===== config.mk =====
export PLATFORM = sky130hd
export DESIGN_NAME = dram_subsys_top
export DESIGN_NICKNAME = d
export VERILOG_FILES = /design/src/hdl/dram_pkg.sv /design/src/hdl/axi_slave_if.sv /design/src/hdl/wdata_fifo.sv /design/src/hdl/dram_ctrl.sv /design/src/hdl/dram_subsys_top.sv
export SDC_FILE = /design/constraint.sdc
export NUM_CORES = 1
export LEC_CHECK = 0
export BUFFER_PORTS_ARGS = -buffer_cell sky130_fd_sc_hd__buf_2
export CORE_MARGIN = 3
export CORE_UTILIZATION = 56
export CTS_CLUSTER_DIAMETER = 80
export CTS_CLUSTER_SIZE = 24
export DETAILED_ROUTE_END_ITERATION = 6
export PLACE_DENSITY = 0.8
export SLEW_MARGIN = 40
export SYNTH_ARGS = -nofsm -noshare
export SYNTH_HDL_FRONTEND = slang
export SYNTH_SLANG_ARGS = --single-unit

===== constraint.sdc =====
create_clock -name clk -period 5.7 [get_ports clk]
set_input_delay 0.855 -clock clk [delete_from_list [all_inputs] [get_ports clk]]
set_output_delay 0.855 -clock clk [all_outputs]
set_load 0.02 [all_outputs]

===== src/hdl/dram_pkg.sv =====
`default_nettype none

package dram_pkg;

    localparam int ADDR_W   = 32;
    localparam int DATA_W   = 32;
    localparam int STRB_W   = DATA_W / 8;
    localparam int ID_W     = 4;
    localparam int LEN_W    = 8;
    localparam int DRAM_A_W = 11;

    // Word address bits 12..2 are the column, bits 23..13 the row
    localparam int COL_LSB = 2;
    localparam int ROW_LSB = 13;

    typedef logic [ADDR_W-1:0]   addr_t;
    typedef logic [DATA_W-1:0]   data_t;
    typedef logic [STRB_W-1:0]   strb_t;
    typedef logic [ID_W-1:0]     id_t;
    typedef logic [LEN_W-1:0]    len_t;
    typedef logic [1:0]          resp_t;
    typedef logic [DRAM_A_W-1:0] dram_addr_t;
    typedef logic [STRB_W-1:0]   dram_wen_t;

    localparam resp_t RESP_OKAY = 2'b00;

    typedef enum logic [2:0] {
        IDLE,
        OPEN_ROW,
        READ_COL,
        WRITE_COL,
        PRECHARGE
    } ctrl_state_e;

endpackage

`default_nettype wire


===== src/hdl/axi_slave_if.sv =====
`default_nettype none

interface axi_slave_if import dram_pkg::*; ();

    logic  awvalid;
    logic  awready;
    addr_t awaddr;
    id_t   awid;
    len_t  awlen;

    logic  wvalid;
    logic  wready;
    data_t wdata;
    strb_t wstrb;
    logic  wlast;

    logic  bvalid;
    logic  bready;
    id_t   bid;
    resp_t bresp;

    logic  arvalid;
    logic  arready;
    addr_t araddr;
    id_t   arid;
    len_t  arlen;

    logic  rvalid;
    logic  rready;
    data_t rdata;
    id_t   rid;
    resp_t rresp;
    logic  rlast;

    modport master (
        output awvalid, awaddr, awid, awlen, wvalid, wdata, wstrb, wlast,
        output bready, arvalid, araddr, arid, arlen, rready,
        input  awready, wready, bvalid, bid, bresp, arready,
        input  rvalid, rdata, rid, rresp, rlast
    );

    // W channel is sunk by the write FIFO, not by the controller
    modport slave (
        input  awvalid, awaddr, awid, awlen, bready,
        input  arvalid, araddr, arid, arlen, rready,
        output awready, bvalid, bid, bresp, arready,
        output rvalid, rdata, rid, rresp, rlast
    );

endinterface

`default_nettype wire


===== src/hdl/wdata_fifo.sv =====
`default_nettype none

module wdata_fifo import dram_pkg::*; #(
    parameter int FIFO_DEPTH = 8
) (
    input  wire        clk,
    input  wire        rst,
    input  wire        push_i,
    input  wire data_t data_i,
    input  wire strb_t strb_i,
    input  wire        pop_i,
    output data_t      data_o,
    output strb_t      strb_o,
    output logic       empty_o,
    output logic       full_o
);

    localparam int PTR_W = (FIFO_DEPTH > 1) ? $clog2(FIFO_DEPTH) : 1;
    localparam int CNT_W = $clog2(FIFO_DEPTH + 1);

    data_t            data_mem [FIFO_DEPTH];
    strb_t            strb_mem [FIFO_DEPTH];
    logic [PTR_W-1:0] wr_ptr_q;
    logic [PTR_W-1:0] rd_ptr_q;
    logic [CNT_W-1:0] count_q;
    logic             do_push;
    logic             do_pop;

    function automatic logic [PTR_W-1:0] ptr_next(input logic [PTR_W-1:0] ptr);
        return (ptr == PTR_W'(FIFO_DEPTH - 1)) ? '0 : ptr + 1'b1;
    endfunction

    assign full_o  = (count_q == CNT_W'(FIFO_DEPTH));
    assign empty_o = (count_q == '0);
    assign do_push = push_i && !full_o;
    assign do_pop  = pop_i && !empty_o;

    // Head entry goes straight out
    assign data_o = data_mem[rd_ptr_q];
    assign strb_o = strb_mem[rd_ptr_q];

    always_ff @(posedge clk) begin
        if (do_push) begin
            data_mem[wr_ptr_q] <= data_i;
            strb_mem[wr_ptr_q] <= strb_i;
        end
    end

    always_ff @(posedge clk or negedge rst) begin
        if (!rst) begin
            wr_ptr_q <= '0;
            rd_ptr_q <= '0;
            count_q  <= '0;
        end else begin
            if (do_push) begin
                wr_ptr_q <= ptr_next(wr_ptr_q);
            end
            if (do_pop) begin
                rd_ptr_q <= ptr_next(rd_ptr_q);
            end
            case ({do_push, do_pop})
                2'b10:   count_q <= count_q + 1'b1;
                2'b01:   count_q <= count_q - 1'b1;
                default: count_q <= count_q;
            endcase
        end
    end

endmodule

`default_nettype wire


===== src/hdl/dram_ctrl.sv =====
`default_nettype none

module dram_ctrl import dram_pkg::*; #(
    parameter int T_RCD = 4,
    parameter int T_CAS = 4,
    parameter int T_RP  = 4
) (
    input  wire          clk,
    input  wire          rst,
    axi_slave_if.slave   slv,
    input  wire data_t   wq_data_i,
    input  wire strb_t   wq_strb_i,
    input  wire          wq_empty_i,
    output logic         wq_pop_o,
    input  wire data_t   dram_q_i,
    input  wire          dram_valid_i,
    output logic         dram_csn_o,
    output logic         dram_rasn_o,
    output logic         dram_casn_o,
    output dram_wen_t    dram_wen_o,
    output dram_addr_t   dram_a_o,
    output data_t        dram_d_o
);

    localparam int DLY_MAX = (T_RCD > T_CAS) ? ((T_RCD > T_RP) ? T_RCD : T_RP)
                                             : ((T_CAS > T_RP) ? T_CAS : T_RP);
    localparam int DLY_W   = $clog2(DLY_MAX + 1);

    ctrl_state_e      state_q;
    logic [DLY_W-1:0] dly_q;
    len_t             beat_q;
    logic             col_busy_q;
    logic             rvalid_q;
    logic             bvalid_q;
    logic             is_write_q;
    id_t              id_q;
    len_t             len_q;
    dram_addr_t       row_q;
    dram_addr_t       col_q;
    data_t            rdata_q;

    logic aw_hs;
    logic ar_hs;
    logic r_hs;
    logic b_hs;
    logic last_beat;
    logic rcd_done;
    logic cas_done;
    logic rp_done;
    logic rd_cas;
    logic wr_cas;

    assign slv.awready = (state_q == IDLE);
    // Write wins when both address channels are valid
    assign slv.arready = (state_q == IDLE) && !slv.awvalid;

    assign aw_hs     = slv.awvalid && slv.awready;
    assign ar_hs     = slv.arvalid && slv.arready;
    assign r_hs      = rvalid_q && slv.rready;
    assign b_hs      = bvalid_q && slv.bready;
    assign last_beat = (beat_q == len_q);

    assign rcd_done = (dly_q == DLY_W'(T_RCD - 1));
    assign cas_done = (dly_q == DLY_W'(T_CAS - 1));
    assign rp_done  = (dly_q == DLY_W'(T_RP - 1));

    // No new read CAS while a beat waits for data or for rready
    assign rd_cas   = (state_q == READ_COL) && !col_busy_q && !rvalid_q;
    assign wr_cas   = (state_q == WRITE_COL) && !col_busy_q && !wq_empty_i;
    assign wq_pop_o = (state_q == WRITE_COL) && col_busy_q && cas_done;

    always_ff @(posedge clk) begin
        if (aw_hs) begin
            id_q  <= slv.awid;
            len_q <= slv.awlen;
            row_q <= slv.awaddr[ROW_LSB +: DRAM_A_W];
            col_q <= slv.awaddr[COL_LSB +: DRAM_A_W];
        end else if (ar_hs) begin
            id_q  <= slv.arid;
            len_q <= slv.arlen;
            row_q <= slv.araddr[ROW_LSB +: DRAM_A_W];
            col_q <= slv.araddr[COL_LSB +: DRAM_A_W];
        end else if (r_hs || wq_pop_o) begin
            col_q <= col_q + 1'b1;
        end
        if (state_q == READ_COL && col_busy_q && dram_valid_i) begin
            rdata_q <= dram_q_i;
        end
    end

    always_ff @(posedge clk or negedge rst) begin
        if (!rst) begin
            state_q    <= IDLE;
            dly_q      <= '0;
            beat_q     <= '0;
            col_busy_q <= 1'b0;
            rvalid_q   <= 1'b0;
            bvalid_q   <= 1'b0;
            is_write_q <= 1'b0;
        end else begin
            case (state_q)
                IDLE: begin
                    dly_q  <= '0;
                    beat_q <= '0;
                    if (aw_hs || ar_hs) begin
                        is_write_q <= aw_hs;
                        state_q    <= OPEN_ROW;
                    end
                end
                OPEN_ROW: begin
                    if (rcd_done) begin
                        dly_q   <= '0;
                        state_q <= is_write_q ? WRITE_COL : READ_COL;
                    end else begin
                        dly_q <= dly_q + 1'b1;
                    end
                end
                READ_COL: begin
                    if (rd_cas) begin
                        col_busy_q <= 1'b1;
                    end else if (col_busy_q && dram_valid_i) begin
                        col_busy_q <= 1'b0;
                        rvalid_q   <= 1'b1;
                    end else if (r_hs) begin
                        rvalid_q <= 1'b0;
                        beat_q   <= beat_q + 1'b1;
                        if (last_beat) begin
                            state_q <= PRECHARGE;
                        end
                    end
                end
                WRITE_COL: begin
                    if (wr_cas) begin
                        col_busy_q <= 1'b1;
                        dly_q      <= '0;
                    end else if (col_busy_q) begin
                        if (cas_done) begin
                            col_busy_q <= 1'b0;
                            dly_q      <= '0;
                            beat_q     <= beat_q + 1'b1;
                            if (last_beat) begin
                                state_q <= PRECHARGE;
                            end
                        end else begin
                            dly_q <= dly_q + 1'b1;
                        end
                    end
                end
                PRECHARGE: begin
                    if (bvalid_q) begin
                        if (b_hs) begin
                            bvalid_q <= 1'b0;
                            state_q  <= IDLE;
                        end
                    end else if (rp_done) begin
                        if (is_write_q) begin
                            bvalid_q <= 1'b1;
                        end else begin
                            state_q <= IDLE;
                        end
                    end else begin
                        dly_q <= dly_q + 1'b1;
                    end
                end
                default: state_q <= IDLE;
            endcase
        end
    end

    always_comb begin
        dram_csn_o  = 1'b0;
        dram_rasn_o = 1'b1;
        dram_casn_o = 1'b1;
        dram_wen_o  = '1;
        dram_a_o    = row_q;
        case (state_q)
            IDLE: begin
                dram_csn_o = 1'b1;
                dram_a_o   = '0;
            end
            OPEN_ROW: begin
                dram_rasn_o = (dly_q != '0);
            end
            READ_COL: begin
                dram_a_o    = col_q;
                dram_casn_o = !rd_cas;
            end
            WRITE_COL: begin
                dram_a_o    = col_q;
                dram_casn_o = !wr_cas;
                if (wr_cas) begin
                    dram_wen_o = ~wq_strb_i;
                end
            end
            PRECHARGE: begin
                // RAS and all byte enables low opens the precharge
                if (dly_q == '0 && !bvalid_q) begin
                    dram_rasn_o = 1'b0;
                    dram_wen_o  = '0;
                end
            end
            default: begin
                dram_csn_o = 1'b1;
            end
        endcase
    end

    assign dram_d_o = wq_data_i;

    assign slv.rvalid = rvalid_q;
    assign slv.rdata  = rdata_q;
    assign slv.rid    = id_q;
    assign slv.rresp  = RESP_OKAY;
    assign slv.rlast  = last_beat;
    assign slv.bvalid = bvalid_q;
    assign slv.bid    = id_q;
    assign slv.bresp  = RESP_OKAY;

endmodule

`default_nettype wire


===== src/hdl/dram_subsys_top.sv =====
`default_nettype none

module dram_subsys_top import dram_pkg::*; #(
    parameter int T_RCD      = 4,
    parameter int T_CAS      = 4,
    parameter int T_RP       = 4,
    parameter int FIFO_DEPTH = 8
) (
    input  wire        clk,
    input  wire        rst,
    input  wire        awvalid_i,
    input  wire addr_t awaddr_i,
    input  wire id_t   awid_i,
    input  wire len_t  awlen_i,
    input  wire        wvalid_i,
    input  wire data_t wdata_i,
    input  wire strb_t wstrb_i,
    input  wire        wlast_i,
    input  wire        bready_i,
    input  wire        arvalid_i,
    input  wire addr_t araddr_i,
    input  wire id_t   arid_i,
    input  wire len_t  arlen_i,
    input  wire        rready_i,
    output logic       awready_o,
    output logic       wready_o,
    output logic       bvalid_o,
    output id_t        bid_o,
    output resp_t      bresp_o,
    output logic       arready_o,
    output logic       rvalid_o,
    output data_t      rdata_o,
    output id_t        rid_o,
    output resp_t      rresp_o,
    output logic       rlast_o,
    input  wire data_t dram_q_i,
    input  wire        dram_valid_i,
    output logic       dram_csn_o,
    output logic       dram_rasn_o,
    output logic       dram_casn_o,
    output dram_wen_t  dram_wen_o,
    output dram_addr_t dram_a_o,
    output data_t      dram_d_o
);

    data_t wq_data;
    strb_t wq_strb;
    logic  wq_empty;
    logic  wq_full;
    logic  wq_pop;

    axi_slave_if axi ();

    assign axi.awvalid = awvalid_i;
    assign axi.awaddr  = awaddr_i;
    assign axi.awid    = awid_i;
    assign axi.awlen   = awlen_i;
    assign axi.wvalid  = wvalid_i;
    assign axi.wdata   = wdata_i;
    assign axi.wstrb   = wstrb_i;
    assign axi.wlast   = wlast_i;
    assign axi.bready  = bready_i;
    assign axi.arvalid = arvalid_i;
    assign axi.araddr  = araddr_i;
    assign axi.arid    = arid_i;
    assign axi.arlen   = arlen_i;
    assign axi.rready  = rready_i;

    // Write beats are accepted whenever the buffer has room
    assign axi.wready = !wq_full;

    assign awready_o = axi.awready;
    assign wready_o  = axi.wready;
    assign bvalid_o  = axi.bvalid;
    assign bid_o     = axi.bid;
    assign bresp_o   = axi.bresp;
    assign arready_o = axi.arready;
    assign rvalid_o  = axi.rvalid;
    assign rdata_o   = axi.rdata;
    assign rid_o     = axi.rid;
    assign rresp_o   = axi.rresp;
    assign rlast_o   = axi.rlast;

    wdata_fifo #(
        .FIFO_DEPTH (FIFO_DEPTH)
    ) u_wfifo (
        .clk     (clk),
        .rst     (rst),
        .push_i  (axi.wvalid && axi.wready),
        .data_i  (axi.wdata),
        .strb_i  (axi.wstrb),
        .pop_i   (wq_pop),
        .data_o  (wq_data),
        .strb_o  (wq_strb),
        .empty_o (wq_empty),
        .full_o  (wq_full)
    );

    dram_ctrl #(
        .T_RCD (T_RCD),
        .T_CAS (T_CAS),
        .T_RP  (T_RP)
    ) u_ctrl (
        .clk          (clk),
        .rst          (rst),
        .slv          (axi.slave),
        .wq_data_i    (wq_data),
        .wq_strb_i    (wq_strb),
        .wq_empty_i   (wq_empty),
        .wq_pop_o     (wq_pop),
        .dram_q_i     (dram_q_i),
        .dram_valid_i (dram_valid_i),
        .dram_csn_o   (dram_csn_o),
        .dram_rasn_o  (dram_rasn_o),
        .dram_casn_o  (dram_casn_o),
        .dram_wen_o   (dram_wen_o),
        .dram_a_o     (dram_a_o),
        .dram_d_o     (dram_d_o)
    );

endmodule

`default_nettype wire


==> flow_summary.yaml, run 1 <==
drt:
  num_vias: 8584
  ant_nets: 0
  viasPerCell: 5.788
  wl_mm: 31.45
  first_pass_iters: 6
  drt_iter0_markers: 911
  drc: 0
  wl_per_cell_um: 21.21
place:
  place_congestion: 0.8310
  io_buffers: 239
  hpwl_mm: 19.32
  post-place-ws_ns: 2.402
timing:
  finClkSkew_ns: 0.02212
  max_freq_mhz: 262.1
  grt_setup_unrepaired: "no"
  finalCriticalPeriod_ns: 3.815
  drv_slew: 0
  finalWorstSetupSlack_ns: 1.885
  setup_tns_ns: 0
  setup_viol: 0
  period_share: 0.6693
  hold_viol_final: 0
  tightest_slew_ns: 0.7539
  relSlewSlack: 0.4974
  holdWs_ns: 0.3470
layout:
  final_cell_mix: "edfxtp_1 (354), buf_2 (239), nand2_1 (99)"
  fin_util: 0.6545
  multi_input_area_um2: 4018
  final_common_cell: "edfxtp_1"
  antenna_cells: 0
  final_nets: 1275
  nFillCells: 1864
  register_area_um2: 11340
  area_growth_pct: 14.15
  drive_gt1_frac: 0.3699
critical_path:
  critPathArrivalTime_ns: 2.96
  worstPathMaxFanout: 24
  worstSetupPathType: "reg2out"
  worst-r2r-setup-slack_ns: 2.65
  critical_path.endpoint_type: "output port"
  r2r-start: "u_ctrl.dly_q[1]"
  regToRegEndpoint: "u_wfifo.count_q[2]"
  critPathLaunchType: "flop"
  ff2ff_path_depth: 12
  required_ns: 4.85
clock_network:
  h-tree-depth: 1
  clkTransAtPathRegs_ns: 0.09
  cts_tree: "done"
  postCtsHoldBufs: 0
  cts.sinks: 382
  insertion_delay_ns: 0.54
  clockBufferDepth: 3
  post_cts_buffers: 0
  cts_resized: 0
  numCtsBuffers: 20
  cts_root_buffer: "clkbuf_16"
yosys:
  synth_area_um2: 15580
  synth_edf_count: 354
  yosys_warnings: 0
  postSynthAreaPerCell_um2: 17.99
  yosysUniqueCellTypes: 57
  synth.top_cells.by_area: "edfxtp_1 (68%), mux4_2 (10%), dfrtp_1 (4.5%), mux2_2 (3.0%), nand2_1 (2.4%)"
  yosysTopAreaCell: "edfxtp_1"
  synthCells: 866
  synthArstFlopShare: 0.07330
  ys_seq_elements: 382
  ys.flop_type: "edfxtp_1"
  ys_seq_area_frac: 0.7272
  synth_top_area_frac: 0.6822
grt:
  grt_start_max_net_pins: 40
  grt_pass1_vias: 8767
  antenna_found_initial: 2
  grt_overflow: 0
  grt_usage: 0.2093
  grt_pass1_wl_mm: 49.67
power:
  leakagePower_nw: 6.321
  peakVddDrop_v: 0.0002764
  power_density_nw_per_um2: 427.3
  finalPower_mw: 7.601
min_path:
  hp-class: "in2async"
floorplan:
  core_region_area_um2: 27180
  die_area_um2: 29860
  die_y_um: 172.8
  die_x_um: 172.8
  rows: 60
  initial_core_util: 0.5733
  io_pins: 265
flow_run:
  maxCapViolations: 0
outcome:
  outcome: "finished clean"
-- power breakdown --
group	switching (mW)	internal (mW)
clock network	0.855	0.680
logic	1.17	1.10
registers	0.324	3.48
total	2.35	5.25
-- stage by stage --
step,cells,area (um2)
6_report,1483,17790
5_1_grt,1483,17790
4_1_cts,1483,17790
3_5_place_dp,1447,17190
3_3_place_gp,1445,17140
2_1_floorplan,869,15590
-- registers in the layout, summed over array words and instances, names as in the netlist, 4 cells and up --
signal            count
u_ctrl.slv.bid        4
u_wfifo.data_mem    256
u_ctrl.beat_q         8
u_ctrl.row_q         11
u_ctrl.slv.rdata     32
u_ctrl.col_q         11
u_wfifo.strb_mem     32
u_wfifo.count_q       4
u_ctrl.len_q          8
-- cell type report --
cell class | instances | share of cell area
Multi-Input combinational cell | 430 | 0.2259
Inverter | 10 | 0.002110
Tap cell | 372 | 0.02617
Clock inverter | 4 | 0.002884
Clock buffer | 32 | 0.03067
Sequential cell | 382 | 0.6377
Timing Repair Buffer | 253 | 0.07457
-- layer usage --
metal	wire, um	track usage	vias to the layer above
met5	27	0	-
met4	325	0.03074	4
met3	1794	0.03448	27
met2	16380	0.3588	266
met1	12920	0.2952	4412
li1	-	-	3875
-- synthesized netlist by cell type (all sizes together) (2+ instances only) --
cell type  count
or4            6
a21oi         18
edfxtp       354
inv           10
buf           29
or3            2
o31ai          8
and3           3
o22ai          3
xnor2         14
a31oi          5
or3b           2
ha            13
mux2i          5
nand2        100
and2           4
o21a           3
nand4          4
nor3b          3
mux2          45
nand3         14
clkbuf        18
xor2           4
nand2b         6
nor3          14
or2            2
nor2          18
nor2b          4
a21o           2
mux4          72
o21ai         20
nor4           6
dfrtp         28
a22o          12
and4           2
-- logic make-up (layout without fill, tap and decap cells) --
logic type / after synthesis / after routing / synth area share
other cells: 1 / 4 / 0.0002407
xor+xnor: 18 / 18 / 0.01012
compound gates: 82 / 82 / 0.03565
simple gates: 191 / 191 / 0.05750
fa+ha+maj: 13 / 13 / 0.01044
flops: 382 / 382 / 0.7272
mux: 122 / 122 / 0.1398
buf+inv: 57 / 299 / 0.01903
-- worst max-delay path, stage by stage, from the launching register on --
cell,delay [ns]
dfrtp_4,0.75
buf_12,0.27
buf_4,0.36
mux4_2,0.56
mux2_2,0.29
buf_2,0.16
-- how the worst max path moves through the flow --
| stage | startpoint | endpoint | slack (ns) |
|---|---|---|---|
| global route | u_wfifo.rd_ptr_q[0] | dram_d_o[2] | 1.67 |
| detailed placement | u_wfifo.rd_ptr_q[0] | dram_d_o[2] | 2.40 |
| CTS | u_wfifo.rd_ptr_q[0] | dram_d_o[2] | 1.80 |
| global placement | u_wfifo.rd_ptr_q[0] | dram_d_o[2] | 2.31 |
| finish | u_wfifo.rd_ptr_q[0] | dram_d_o[2] | 1.88 |
| floorplan | u_wfifo.count_q[1] | u_wfifo.data_mem[0][0] | 0.65 |
Power figures use the tool's default switching activity.
==> inputs of run 2 (changes only) <==
--- a/config.mk
+++ b/config.mk
@@ -7,11 +7,11 @@
 export LEC_CHECK = 0
 export BUFFER_PORTS_ARGS = -buffer_cell sky130_fd_sc_hd__buf_2
 export CORE_MARGIN = 3
-export CORE_UTILIZATION = 56
+export CORE_UTILIZATION = 51
 export CTS_CLUSTER_DIAMETER = 80
 export CTS_CLUSTER_SIZE = 24
 export DETAILED_ROUTE_END_ITERATION = 6
-export PLACE_DENSITY = 0.8
+export PLACE_DENSITY = 0.76
 export SLEW_MARGIN = 40
 export SYNTH_ARGS = -nofsm -noshare
 export SYNTH_HDL_FRONTEND = slang
==> constraint.sdc (replaced) <==
create_clock -name clk -period 3.4 [get_ports clk]
set_input_delay 0.51 -clock clk [delete_from_list [all_inputs] [get_ports clk]]
set_output_delay 0.51 -clock clk [all_outputs]
set_load 0.02 [all_outputs]
==> flow_summary.yaml, run 2 (same netlist as run 1, synthesis figures left out) <==
floorplan:
  die_y_um: 180.8
  initial_core_util: 0.5215
  io_pins: 265
  die_x_um: 180.8
  die_area_um2: 32690
  core_region_area_um2: 29870
  rows: 63
critical_path:
  cp_slowest_stage_delay_ns: 0.89
  critical_path.endpoint_type: "output port"
  critical_path.top_delay_family: "flip-flops"
  crit_chain: "buf_4, mux4_2, mux2_2, buf_2"
  critPathArrivalTime_ns: 2.60
  worstSetupPathType: "reg2out"
  critPathSlowestCell: "dfrtp_4"
  worstPathMaxFanout: 47
  cp_num_buf_inv: 2
  worst-path-stages: 4
  regToRegEndpoint: "u_wfifo.count_q[2]"
  worst-r2r-setup-slack_ns: 0.63
  required_ns: 2.89
  ff2ff_path_depth: 13
  r2r-start: "u_ctrl.dly_q[1]"
  critPathLaunchType: "flop"
timing:
  finClkSkew_ns: 0.02127
  max_freq_mhz: 321.1
  finalCriticalPeriod_ns: 3.114
  grt_setup_unrepaired: "no"
  hold_viol_final: 0
  tightest_slew_ns: 0.7386
  relSlewSlack: 0.5076
  period_share: 0.9160
  setup_viol: 0
  setup_tns_ns: 0
  finalWorstSetupSlack_ns: 0.2856
  drv_slew: 0
  holdWs_ns: 0.02897
clock_network:
  cts_root_buffer: "clkbuf_16"
  cts.sinks: 382
  numCtsBuffers: 19
  clockBufferDepth: 3
  insertion_delay_ns: 0.51
  clkTransAtPathRegs_ns: 0.10
  h-tree-depth: 1
  cts_tree: "done"
place:
  place_congestion: 0.8015
  hpwl_mm: 20.19
  io_buffers: 239
  dpl-instance-area_um2: 17350
  numPlacedInstances: 1479
  post-place-ws_ns: 0.5665
drt:
  wl_per_cell_um: 20.73
  num_vias: 8530
  top_layer_used: "met5"
  first_pass_iters: 4
  drt_iter0_markers: 675
  met1_length_mm: 12.98
  viasPerCell: 5.649
  met3_wirelength_mm: 1.893
  wl_mm: 31.30
  met2_wirelength_mm: 16.02
  drc: 0
  ant_nets: 0
min_path:
  hp-class: "in2async"
layout:
  fin_util: 0.5994
  final_cell_mix: "edfxtp_1 (354), buf_2 (239), nand2_1 (100)"
  drive_gt1_frac: 0.3757
  largest_reg_flops: 256
  final_nets: 1290
  final_cells: 1510
  final_common_cell: "edfxtp_1"
  fin_area_um2: 17910
  largest_register: "u_wfifo.data_mem"
  area_growth_pct: 14.94
  nFillCells: 2198
power:
  leakagePower_nw: 6.384
  power_density_nw_per_um2: 708.7
  finalPower_mw: 12.69
  peakVddDrop_v: 0.0004140
flow_run:
  maxCapViolations: 0
outcome:
  outcome: "finished clean"
grt:
  grt_pass1_vias: 8620
  antenna_found_initial: 4
  grt_pass1_wl_mm: 48.68
  grt_overflow: 0
  grt_usage: 0.1869
  grt_start_max_net_pins: 48
## run 2: cell count changes in the layout (fill, tap and decap cells not counted), sizes merged
cell / before / now
buf: 253 / 269
clkbuf: 32 / 26
inv: 11 / 10
diode: 0 / 2
clkinv: 2 / 1
clkinvlp: 1 / 0
## run 2: how the worst max path moves through the flow
stage | startpoint | end | slack [ns]
2_1_floorplan | u_wfifo.count_q[1] | u_wfifo.data_mem[2][0] | -0.69
3_3_place_gp | u_wfifo.rd_ptr_q[0] | dram_d_o[18] | 0.55
3_5_place_dp | u_wfifo.rd_ptr_q[0] | dram_d_o[18] | 0.57
4_1_cts | u_wfifo.rd_ptr_q[0] | dram_d_o[18] | 0.23
5_1_grt | u_wfifo.rd_ptr_q[0] | dram_d_o[14] | 0.13
6_report | u_wfifo.rd_ptr_q[1] | dram_d_o[9] | 0.29
## run 2: per-layer routing
| metal | GRT usage | vias up |
|---|---|---|
| li1 | - | 3908 |
| met1 | 0.2603 | 4339 |
| met2 | 0.3208 | 239 |
| met3 | 0.03362 | 38 |
| met4 | 0.02610 | 6 |
| met5 | 0 | - |
## run 2: layout make-up
| type | instances | area [um2] | share of cell area |
|---|---|---|---|
| diodes | 2 | 5.005 | 0.0002795 |
| clock buffers | 26 | 501.7 | 0.02802 |
| clock inverters | 1 | 3.754 | 0.0002096 |
| inverters | 10 | 37.54 | 0.002096 |
| multi-input cells | 430 | 4029 | 0.2250 |
| flip-flops and latches | 382 | 11340 | 0.6332 |
| well taps | 390 | 488.0 | 0.02725 |
| repair buffers | 269 | 1504 | 0.08398 |
## run 2: where the power goes
group | internal, mW | total, mW | switching (mW)
Clock | 1.04 | 2.38 | 1.34
Sequential | 5.82 | 6.32 | 0.505
Combinational | 1.95 | 3.99 | 2.04
Total | 8.81 | 12.7 | 3.89
## run 2: what timing repair did
action / 4_1_cts / 5_1_grt
buffers inserted: 1 / 0
gates resized for setup: 0 / 0
endpoints found under the setup margin: 2 / 0
hold buffers: 0 / 0
==> inputs of run 3 (changes only) <==
--- a/config.mk
+++ b/config.mk
@@ -8,6 +8,7 @@
 export BUFFER_PORTS_ARGS = -buffer_cell sky130_fd_sc_hd__buf_2
 export CORE_MARGIN = 3
 export CORE_UTILIZATION = 51
+export CTS_BUF_LIST = sky130_fd_sc_hd__clkbuf_16
 export CTS_CLUSTER_DIAMETER = 80
 export CTS_CLUSTER_SIZE = 24
 export DETAILED_ROUTE_END_ITERATION = 6
@@ -15,4 +16,5 @@
 export SLEW_MARGIN = 40
 export SYNTH_ARGS = -nofsm -noshare
 export SYNTH_HDL_FRONTEND = slang
+export SYNTH_HIERARCHICAL = 1
 export SYNTH_SLANG_ARGS = --single-unit
==> constraint.sdc (replaced) <==
create_clock -name clk -period 3.4 [get_ports clk]
set_input_delay 0.34 -clock clk [delete_from_list [all_inputs] [get_ports clk]]
set_output_delay 0.34 -clock clk [all_outputs]
set_load 0.02 [all_outputs]
==> flow_summary.yaml, run 3 <==
grt:
  antenna_found_initial: 2
  grt_pass1_wl_mm: 49.68
  grt_start_max_net_pins: 37
  grt_overflow: 0
  grt_usage: 0.1914
  grt_pass1_vias: 8781
timing:
  max_freq_mhz: 334.4
  finalCriticalPeriod_ns: 2.991
  drv_slew: 0
  grt_setup_unrepaired: "no"
  finClkSkew_ns: 0.03458
  period_share: 0.8796
  holdWs_ns: 0.05731
  tightest_slew_ns: 0.7123
  finalWorstSetupSlack_ns: 0.4094
  relSlewSlack: 0.5226
  setup_viol: 0
  hold_viol_final: 0
layout:
  largest_reg_flops: 256
  final_nets: 1336
  largest_register: "u_wfifo/data_mem"
  drive_gt1_frac: 0.3649
  final_cell_mix: "edfxtp_1 (354), buf_2 (239), nand2_1 (106)"
  final_common_cell: "edfxtp_1"
  final_cells: 1559
  nFillCells: 2319
  area_growth_pct: 15.22
place:
  post-place-ws_ns: 0.4342
  place_congestion: 0.8417
  io_buffers: 239
  hpwl_mm: 21.17
  numPlacedInstances: 1497
drt:
  drc: 0
  first_pass_iters: 5
  wl_per_cell_um: 20.81
  num_vias: 8827
  wl_mm: 32.44
  viasPerCell: 5.662
  ant_nets: 0
  drt_iter0_markers: 599
yosys:
  ys_top_cells_by_count: "edfxtp_1 (354), nand2_1 (106), mux4_2 (72)"
  yosys_warnings: 6
  synth_edf_count: 354
  ys.flop_type: "edfxtp_1"
  yosysUniqueCellTypes: 64
  yosysTopAreaCell: "edfxtp_1"
  synth_area_um2: 15980
  postSynthAreaPerCell_um2: 17.48
  synth.most_common_cell: "edfxtp_1"
  synth.top_cells.by_area: "edfxtp_1 (67%), mux4_2 (10%), dfrtp_1 (4.4%), mux2_2 (2.7%), nand2_1 (2.5%)"
  ys_seq_area_frac: 0.7091
  synthArstFlopShare: 0.07330
  synthCells: 914
  synth_top_area_frac: 0.6653
  ys_seq_elements: 382
clock_network:
  cts.sinks: 382
  post_cts_buffers: 0
  numCtsBuffers: 20
  clkTransAtPathRegs_ns: 0.09
  insertion_delay_ns: 0.54
  cts_tree: "done"
  clockBufferDepth: 3
  h-tree-depth: 1
  cts_root_buffer: "clkbuf_16"
min_path:
  holdPathStages: 1
  hp-class: "in2reg"
power:
  leakagePower_nw: 6.555
  power_density_nw_per_um2: 700.0
  peakVddDrop_v: 0.0003838
critical_path:
  cp_num_buf_inv: 1
  crit_chain: "or4b_4, inv_1, nor2b_1, nand2_2, ha_1, ha_1, or4b_1, o311ai_0, o211ai_1"
  critPathSlowestCell: "or4b_4"
  critPathLaunchType: "flop"
  worstSetupPathType: "reg2reg"
  worst-path-stages: 9
  critPathArrivalTime_ns: 3.39
  required_ns: 3.79
  worstPathMaxFanout: 9
  cp_slowest_stage_delay_ns: 0.56
  critPathMostFrequentCell: "ha_1"
  ff2ff_path_depth: 9
  critical_path.endpoint_type: "flop"
  critical_path.top_delay_family: "simple AND/OR/NAND/NOR gates"
outcome:
  outcome: "finished clean"
floorplan:
  initial_core_util: 0.5197
  die_y_um: 183.0
  io_pins: 265
  rows: 64
  core_region_area_um2: 30750
  die_area_um2: 33490
  die_x_um: 183.0
flow_run:
  maxCapViolations: 0
-- run 3: cell types whose count changed after synthesis, moves of 6 or more --
| cell | before | now |
|---|---|---|
| or4_1 | 6 | 0 |
| nand2_1 | 100 | 106 |
| buf_4 | 15 | 40 |
| o21ai_0 | 5 | 14 |
| a21oi_1 | 18 | 6 |
| nand2b_1 | 6 | 13 |
| inv_1 | 8 | 15 |
| buf_6 | 2 | 10 |
-- run 3: cells by family after synthesis --
logic type	Yosys count	synth area share
mux	125	0.1380
fa+ha+maj	14	0.01143
buf+inv	97	0.03743
simple gates	200	0.05983
flops	382	0.7091
compound gates	81	0.03625
other cells	1	0.0002347
xor+xnor	14	0.007674
-- run 3: stage by stage --
stage	TNS (ns)	area (um2)	power [mW]	util
after floorplan	-62.77	16010	9.577	-
after global placement	0	17510	10.41	0.5695
after detailed placement	0	17510	10.53	0.5695
after CTS	0	18410	13.06	0.5987
after global routing	0	18410	13.57	0.5988
final	0	18410	12.89	0.5988
-- run 3: report_power, final --
group	switching [mW]	leakage [nW]	total [mW]	internal, mW
logic	2.13	2.72	4.02	1.89
registers	0.507	3.55	6.38	5.87
clock network	1.41	0.284	2.50	1.09
-- run 3: path summary, 6_finish.rpt --
| path | from | end | slack [ns] |
|---|---|---|---|
| max | u_wfifo/count_q[0] | u_wfifo/count_q[3] | 0.41 |
| min | wdata_i[25] | u_wfifo/data_mem[0][25] | 0.06 |
| max reg2reg | u_wfifo/count_q[0] | u_wfifo/count_q[3] | 0.41 |
| min reg2reg | u_ctrl/is_write_q | u_ctrl/is_write_q | 0.53 |
| max in group asynchronous | rst | u_wfifo/rd_ptr_q[0] | 2.54 |
| min in group asynchronous | rst | u_ctrl/beat_q[7] | 0.38 |
-- run 3: layer usage --
metal / track usage / part of all wire / vias up
met1: 0.2679 / 0.42 / 4515
li1: - / - / 4005
met2: 0.3263 / 0.51 / 266
met3: 0.02638 / 0.054 / 39
met4: 0.04296 / 0.021 / 2
met5: 0 / 0.00040 / -
-- run 3: repair_timing --
action | in CTS | in global routing
gates resized for setup | 0 | 0
endpoints found under the hold margin | 61 | 0
hold buffers | 34 | 0
-- run 3: layout make-up --
cell class | count | area (um2) | area share
Clock buffer | 20 | 500.5 | 0.02718
Sequential cell | 382 | 11340 | 0.6158
Antenna cell | 1 | 2.502 | 0.0001359
Timing Repair Buffer | 300 | 1827 | 0.09922
Multi-Input combinational cell | 438 | 4136 | 0.2247
Inverter | 15 | 56.30 | 0.003058
Tap cell | 396 | 495.5 | 0.02691
Clock inverter | 7 | 56.30 | 0.003058
